<file path="src/hdl/rv_mem_pkg.sv">
`default_nettype none

package rv_mem_pkg;

  localparam int unsigned XLEN   = 64;
  localparam int unsigned STRB_W = XLEN / 8;

  // load funct3 encodings.
  typedef enum logic [2:0] {
    LB  = 3'b000,
    LH  = 3'b001,
    LW  = 3'b010,
    LD  = 3'b011,
    LBU = 3'b100,
    LHU = 3'b101,
    LWU = 3'b110
  } load_op_e;

  // store size in bytes.
  typedef enum logic [3:0] {
    SL_BYTE  = 4'd1,
    SL_HALF  = 4'd2,
    SL_WORD  = 4'd4,
    SL_DWORD = 4'd8
  } store_len_e;

  // one-hot writeback source.
  typedef enum logic [3:0] {
    WB_ALU  = 4'b1000,
    WB_LOAD = 4'b0100,
    WB_IMM  = 4'b0010,
    WB_PC   = 4'b0001
  } wb_sel_e;

  typedef struct packed {
    logic [4:0]      index_rd;
    logic [31:0]     instr;
    logic            jump_en;
    logic            branch_en;
    logic            branch_result;
    logic [XLEN-1:0] branch_pc;
    logic [XLEN-1:0] alu_result;
    logic [XLEN-1:0] gpr_data2;
    logic [XLEN-1:0] imm;
    logic [XLEN-1:0] snxt_pc;
    logic            load_en;
    logic            store_en;
    store_len_e      store_len;
    load_op_e        load_opcode;
    logic            wb_en;
    wb_sel_e         wb_choose;
    logic            ebreak;
  } exu_mem_t;

  typedef struct packed {
    logic [XLEN-1:0] dnpc;
    logic            jump_en;
    logic            branch_en;
  } redirect_t;

  typedef struct packed {
    logic [4:0]      index_rd;
    logic            wb_en;
    logic [XLEN-1:0] wb_data;
    logic [31:0]     instr;
    logic            ebreak;
  } mem_wb_t;

  typedef struct packed {
    logic [XLEN-1:0]   addr;
    logic [XLEN-1:0]   wdata;
    logic [STRB_W-1:0] wstrb;
    logic              wen;
    logic              ren;
  } dmem_req_t;

endpackage

`default_nettype wire

</file>
<file path="src/hdl/mem_access.sv">
`timescale 1ns/1ps
`default_nettype none

module mem_access (
  input  wire logic                         load_en,
  input  wire logic                         store_en,
  input  wire logic [rv_mem_pkg::XLEN-1:0]  addr,
  input  wire logic [rv_mem_pkg::XLEN-1:0]  store_data,
  input  wire rv_mem_pkg::store_len_e       store_len,
  input  wire rv_mem_pkg::load_op_e         load_opcode,
  input  wire logic [rv_mem_pkg::XLEN-1:0]  rdata,
  output rv_mem_pkg::dmem_req_t             req,
  output logic [rv_mem_pkg::XLEN-1:0]       load_data
);

  logic [2:0]                       byte_off;
  logic [5:0]                       bit_off;
  logic [rv_mem_pkg::STRB_W-1:0]    strb_base;
  logic [rv_mem_pkg::XLEN-1:0]      rd_shifted;
  logic [rv_mem_pkg::XLEN-1:0]      rd_ext;

  assign byte_off = addr[2:0];
  assign bit_off  = {byte_off, 3'b000};

  // lane mask for the access size, before the offset shift.
  always_comb begin
    case (store_len)
      rv_mem_pkg::SL_BYTE:  strb_base = 8'h01;
      rv_mem_pkg::SL_HALF:  strb_base = 8'h03;
      rv_mem_pkg::SL_WORD:  strb_base = 8'h0f;
      rv_mem_pkg::SL_DWORD: strb_base = 8'hff;
      default:              strb_base = 8'h00;
    endcase
  end

  always_comb begin
    req.addr  = {addr[rv_mem_pkg::XLEN-1:3], 3'b000};
    req.wdata = store_data << bit_off;
    req.wstrb = store_en ? (strb_base << byte_off) : '0;
    req.wen   = store_en;
    req.ren   = load_en;
  end

  // addressed field lands in the low bits.
  assign rd_shifted = rdata >> bit_off;

  always_comb begin
    case (load_opcode)
      rv_mem_pkg::LB: begin
        rd_ext = {{56{rd_shifted[7]}}, rd_shifted[7:0]};
      end
      rv_mem_pkg::LH: begin
        rd_ext = {{48{rd_shifted[15]}}, rd_shifted[15:0]};
      end
      rv_mem_pkg::LW: begin
        rd_ext = {{32{rd_shifted[31]}}, rd_shifted[31:0]};
      end
      rv_mem_pkg::LD: begin
        rd_ext = rd_shifted;
      end
      rv_mem_pkg::LBU: begin
        rd_ext = {56'd0, rd_shifted[7:0]};
      end
      rv_mem_pkg::LHU: begin
        rd_ext = {48'd0, rd_shifted[15:0]};
      end
      rv_mem_pkg::LWU: begin
        rd_ext = {32'd0, rd_shifted[31:0]};
      end
      default: begin
        rd_ext = '0;
      end
    endcase
  end

  // quiet when no load is in flight.
  assign load_data = load_en ? rd_ext : '0;

endmodule

`default_nettype wire

</file>
<file path="src/hdl/mem_stage.sv">
`timescale 1ns/1ps
`default_nettype none

module mem_stage (
  input  wire logic                         clk,
  input  wire logic                         rstn,
  input  wire rv_mem_pkg::exu_mem_t         exu_in,
  input  wire logic [rv_mem_pkg::XLEN-1:0]  rdata,
  output rv_mem_pkg::redirect_t             redirect,
  output rv_mem_pkg::dmem_req_t             dmem_req,
  output rv_mem_pkg::mem_wb_t               wb_out
);

  logic                         jump_en;
  logic                         branch_taken;
  logic [rv_mem_pkg::XLEN-1:0]  load_data;

  logic [4:0]                   index_rd_q;
  logic                         wb_en_q;
  logic                         ebreak_q;
  logic [31:0]                  instr_q;
  rv_mem_pkg::wb_sel_e          wb_choose_q;
  logic [rv_mem_pkg::XLEN-1:0]  alu_q;
  logic [rv_mem_pkg::XLEN-1:0]  load_q;
  logic [rv_mem_pkg::XLEN-1:0]  imm_q;
  logic [rv_mem_pkg::XLEN-1:0]  snxt_pc_q;
  logic [rv_mem_pkg::XLEN-1:0]  wb_data;

  assign jump_en      = exu_in.jump_en;
  assign branch_taken = exu_in.branch_en & exu_in.branch_result;

  // next pc is valid in the same cycle as the instruction.
  assign redirect.jump_en   = jump_en;
  assign redirect.branch_en = branch_taken;
  assign redirect.dnpc      = ({rv_mem_pkg::XLEN{jump_en}}      & exu_in.alu_result) |
                              ({rv_mem_pkg::XLEN{branch_taken}} & exu_in.branch_pc);

  mem_access u_mem_access (
    .load_en     (exu_in.load_en),
    .store_en    (exu_in.store_en),
    .addr        (exu_in.alu_result),
    .store_data  (exu_in.gpr_data2),
    .store_len   (exu_in.store_len),
    .load_opcode (exu_in.load_opcode),
    .rdata       (rdata),
    .req         (dmem_req),
    .load_data   (load_data)
  );

  always_ff @(posedge clk) begin
    if (!rstn) begin
      index_rd_q  <= '0;
      wb_en_q     <= 1'b0;
      ebreak_q    <= 1'b0;
      instr_q     <= '0;
      wb_choose_q <= rv_mem_pkg::wb_sel_e'(4'b0000);
    end else begin
      index_rd_q  <= exu_in.index_rd;
      wb_en_q     <= exu_in.wb_en;
      ebreak_q    <= exu_in.ebreak;
      instr_q     <= exu_in.instr;
      wb_choose_q <= exu_in.wb_choose;
    end
  end

  always_ff @(posedge clk) begin
    alu_q     <= exu_in.alu_result;
    load_q    <= load_data;
    imm_q     <= exu_in.imm;
    snxt_pc_q <= exu_in.snxt_pc;
  end

  // anything but a single set bit writes back zero.
  always_comb begin
    case (wb_choose_q)
      rv_mem_pkg::WB_ALU:  wb_data = alu_q;
      rv_mem_pkg::WB_LOAD: wb_data = load_q;
      rv_mem_pkg::WB_IMM:  wb_data = imm_q;
      rv_mem_pkg::WB_PC:   wb_data = snxt_pc_q;
      default:             wb_data = '0;
    endcase
  end

  assign wb_out.index_rd = index_rd_q;
  assign wb_out.wb_en    = wb_en_q;
  assign wb_out.wb_data  = wb_data;
  assign wb_out.instr    = instr_q;
  assign wb_out.ebreak   = ebreak_q;

endmodule

`default_nettype wire

</file>
<file path="config.mk">
export PLATFORM = sky130hd
export DESIGN_NAME = mem_stage
export DESIGN_NICKNAME = d
export VERILOG_FILES = /design/src/hdl/rv_mem_pkg.sv /design/src/hdl/mem_access.sv /design/src/hdl/mem_stage.sv
export SDC_FILE = /design/constraint.sdc
export NUM_CORES = 1
export LEC_CHECK = 0
export BUFFER_PORTS_ARGS = -buffer_cell sky130_fd_sc_hd__buf_4
export CAP_MARGIN = 30
export CORE_AREA = 2 2 293 295
export DETAILED_ROUTE_END_ITERATION = 6
export DIE_AREA = 0 0 295 297
export GPL_TIMING_DRIVEN = 0
export PLACE_DENSITY = 0.48
export SETUP_SLACK_MARGIN = 0.4
export SLEW_MARGIN = 10
export SYNTH_ARGS = -nofsm -noshare
export SYNTH_HDL_FRONTEND = slang
export SYNTH_SLANG_ARGS = --single-unit
</file>
<file path="constraint.sdc">
create_clock -name clk -period 2.3 [get_ports clk]
set_input_delay 0.46 -clock clk [delete_from_list [all_inputs] [get_ports clk]]
set_output_delay 0.46 -clock clk [all_outputs]
set_load 0.03 [all_outputs]
</file>
==> results.md <==
* Status: finished with violations
* Failing checks: setup timing
* Die Area at 87600 sq um
* RSZ-0062 raised after global routing: true
* Post-route ant nets at 0
* # rows at 107
* Boundary Pins at 748
* Sequential power share at approximately 32%
* Crit path max fanout at 7
* Max Fclk at 0.390 GHz
* Grt total ovfl at 0
* Min-delay worst type: primary input to flip-flop
* Vias in the first global route at between 15000 and 20000
* Drt drc at 0
* IO buf count at between 700 and 800
* Wire length of the first global-routing pass at around 120000 microns
* Yosys reg bits at 299
* Die X-Extent at 295 microns
* PD cells at roughly 610 nW/um^2
* Htree depth at 2
* Clk root buf: clkbuf_16
* Drt total wl at between 80000 and 90000 microns
* Total GRT Usage at 18.8%
* Layout area overhead at 119%
* EDFF count, synth at 0
* Multi-input logic area at 8490 sq um
* VDD IR max at around 500 uV
* Syn_area_per_cell at 9.14 sq um
* Internal power at 12.1 mW
* Vias post-DR at 15400
* Yosys warns at 0
* Fin nets at 2901
* Least-Margin Pin Slew at roughly 1.2 ns
* Crit end category: primary output
* Register area at 5990 sq um
* Clock power frac at 37.9%
* Num CTS Buffers at 37
* DR vias/cell at 4.23
* Fin. Hold Viols at 0
* Initial core utilization at 15.4%
* Part of the cycle the worst path needs at 111%
* Slew Limit Headroom at 22.1%
* Worst path arrival time at ~2.1 ns
* Drt first-iter violations at between 800 and 900
* Leak at 12.4 nW
* Crit Path Class: flip-flop to primary output
* CTS tree: done
* Startpoint Class: flip-flop
* DPL Wire Length at 68000 microns
* Clock sinks at 299
* Sw frac at 30.3%
* Min cycle time layout at 2.56 ns
* Register area share after synthesis at between 40% and 50%
* Max Cap Violations at 0
* DR pass1 iterations at 5
* Chip height at 297 microns
* Synth unique cells at 52
* Maximum clock path buffer count at 3
* Initial antenna violation count at 25
* Switching power at approximately 5.3 mW
* Comb pwr share at 29.9%
* Final-report setup violation count at approximately 140
* Req. time, crit path at 1.84 ns
* Share of post-route cells with drive strength above 1 at 59.3%
* Layout fillers at ~8600
* Routability congestion estimate at 0.919
* Total power at 17.4 mW
* FFs w/ async S/R, synth at 0%
* Post-DR wirelength/cell at roughly 24 microns
* Largest net degree at the start of global routing at 14
* Synthesized area at 13000 sq um
* Hold slack at between 0.04 and 0.05 ns
* Core area at 84500 sq um
* Slew Limit Fails at 0
* Post-synth top flop: dfxtp_1
* Mapped Cells at 1426
* Clock slew at reported path FFs at 0.06 ns
* Final WS setup at -0.261 ns
-- stage by stage --
step	area, sq um	setup slack [ns]	instances	utilization, %	TNS [ns]
after floorplan	14200	0.110	1428	-	0
after global placement	21200	-1.50	3313	25.1	-158.00
after detailed placement	21300	-0.796	3320	25.2	-72.52
after CTS	27600	-0.339	3619	32.6	-18.05
after global routing	28600	-0.386	3639	33.8	-26.01
final	28600	-0.261	3646	33.9	-16.00
-- logic make-up (layout without fill, tap and decap cells) --
| logic type | count (synthesis) | after routing | share of synthesized area (%) |
|---|---|---|---|
| compound gates | 405 | 405 | 21.9 |
| simple gates | 405 | 405 | 14.1 |
| flops | 299 | 299 | 45.9 |
| buf+inv | 191 | 1252 | 7.92 |
| mux | 123 | 123 | 9.95 |
| xor+xnor | 2 | 2 | 0.134 |
| other cells | 1 | 16 | 0.0288 |
-- power groups by stage --
| stage | logic (mW) | clock network [mW] | registers [mW] |
|---|---|---|---|
| 2_1_floorplan | 2.05 | 0 | 5.71 |
| 3_3_place_gp | 3.92 | 0 | 5.71 |
| 3_5_place_dp | 3.94 | 0 | 5.71 |
| 4_1_cts | 4.95 | 6.82 | 5.60 |
| 5_1_grt | 5.43 | 7.00 | 5.62 |
| 6_report | 5.20 | 6.59 | 5.60 |
-- sequential cells by signal, indices dropped and copies added, names as in the netlist --
name / cells
alu_q: 64
imm_q: 64
load_q: 64
snxt_pc_q: 64
instr_q: 32
index_rd_q: 5
wb_choose_q: 4
ebreak_q: 1
wb_en_q: 1
-- critical path, cell delays in order, from the launching register on --
cell	delay, ns
dfxtp_2	0.36
nor4b_4	0.28
clkbuf_8	0.21
buf_12	0.15
clkbuf_16	0.17
a22oi_1	0.11
nand2_1	0.12
buf_6	0.14
-- cell usage after synthesis (3+ instances only) --
master | n | area share [%]
o21ai_0 | 34 | 1.3
o22ai_1 | 11 | 0.53
o211ai_1 | 11 | 0.63
a21bo_2 | 8 | 0.61
a22o_1 | 64 | 4.3
nor3_1 | 8 | 0.31
clkbuf_1 | 66 | 1.9
buf_2 | 18 | 0.69
inv_1 | 3 | 0.086
a211oi_1 | 9 | 0.52
mux2_2 | 34 | 2.9
buf_1 | 27 | 0.78
a22oi_1 | 130 | 7.5
a21oi_1 | 99 | 3.8
nand3b_1 | 7 | 0.40
nand2b_1 | 5 | 0.24
buf_6 | 4 | 0.35
nand3_1 | 11 | 0.42
nand2_1 | 205 | 5.9
nor3b_1 | 9 | 0.52
and2_1 | 58 | 2.8
a32o_1 | 7 | 0.54
nor4_1 | 3 | 0.14
nor2b_1 | 5 | 0.24
a21oi_2 | 20 | 1.3
clkinv_1 | 3 | 0.086
buf_4 | 70 | 4.0
nor2_1 | 82 | 2.4
mux2i_1 | 86 | 6.6
nor4b_1 | 4 | 0.27
dfxtp_1 | 299 | 46
-- placed cells by master (no fill, tap or decap), types with 8 or more instances in the layout --
master and n:
a22oi_1 117, buf_12 40, buf_6 200, mux2_2 21
a21oi_1 24, nor2_2 20, bufinv_16 8, a21oi_4 54
and2_4 15, nand3_1 11, mux2_4 15, diode_2 13
a21bo_2 8, a22o_1 13, buf_8 26, o21ai_0 17
dlygate4sd3_1 137, o211ai_1 11, clkbuf_16 51, clkbuf_1 18
buf_16 15, mux2i_4 30, dfxtp_1 295, nor3b_1 8
nor2_4 36, buf_4 699, nor2_1 27, nand2_2 12
mux2i_1 55, a22oi_2 13, a22o_4 50, a21oi_2 41
o21ai_2 13, clkbuf_8 22, and2_1 43, nand2_1 189
-- worst paths after layout --
check | cells after the start | slack, ns | end | start
worst min-delay path | 1 | 0.04 | alu_q[24]$_DFF_P_ | exu_in[231]
worst max-delay path | 7 | -0.26 | wb_out[82] | wb_choose_q[2]$_SDFF_PN0_
-- routing by layer --
| layer | vias to the layer above | global-route usage [%] | routed length, microns |
|---|---|---|---|
| met1 | 7378 | 22.5 | 35300 |
| met3 | 174 | 5.36 | 6370 |
| met5 | - | 0 | 131 |
| met2 | 742 | 32.2 | 41900 |
| met4 | 22 | 6.22 | 3040 |
| li1 | 7120 | - | - |
-- timing repair --
| item | in CTS | in global routing |
|---|---|---|
| endpoints found under the setup margin | 249 | 248 |
| pin swaps | 113 | 77 |
| setup buffers | 75 | 10 |
| hold buffers | 137 | 0 |
| gates resized for setup | 548 | 186 |
| gates cloned | 19 | 2 |
| endpoints found under the hold margin | 137 | 0 |
-- area by class of cell --
type                    instances  share of cell area (%)
multi-input cells             938                    29.7
inverters                       6                   0.166
repair buffers                993                    32.0
well taps                    1144                    5.01
clock buffers                  45                    3.59
diodes                         13                   0.114
plain buffers                 185                    7.21
flip-flops and latches        299                    20.9
clock inverters                23                    1.29
No activity file was read; power rests on OpenSTA's default activity.
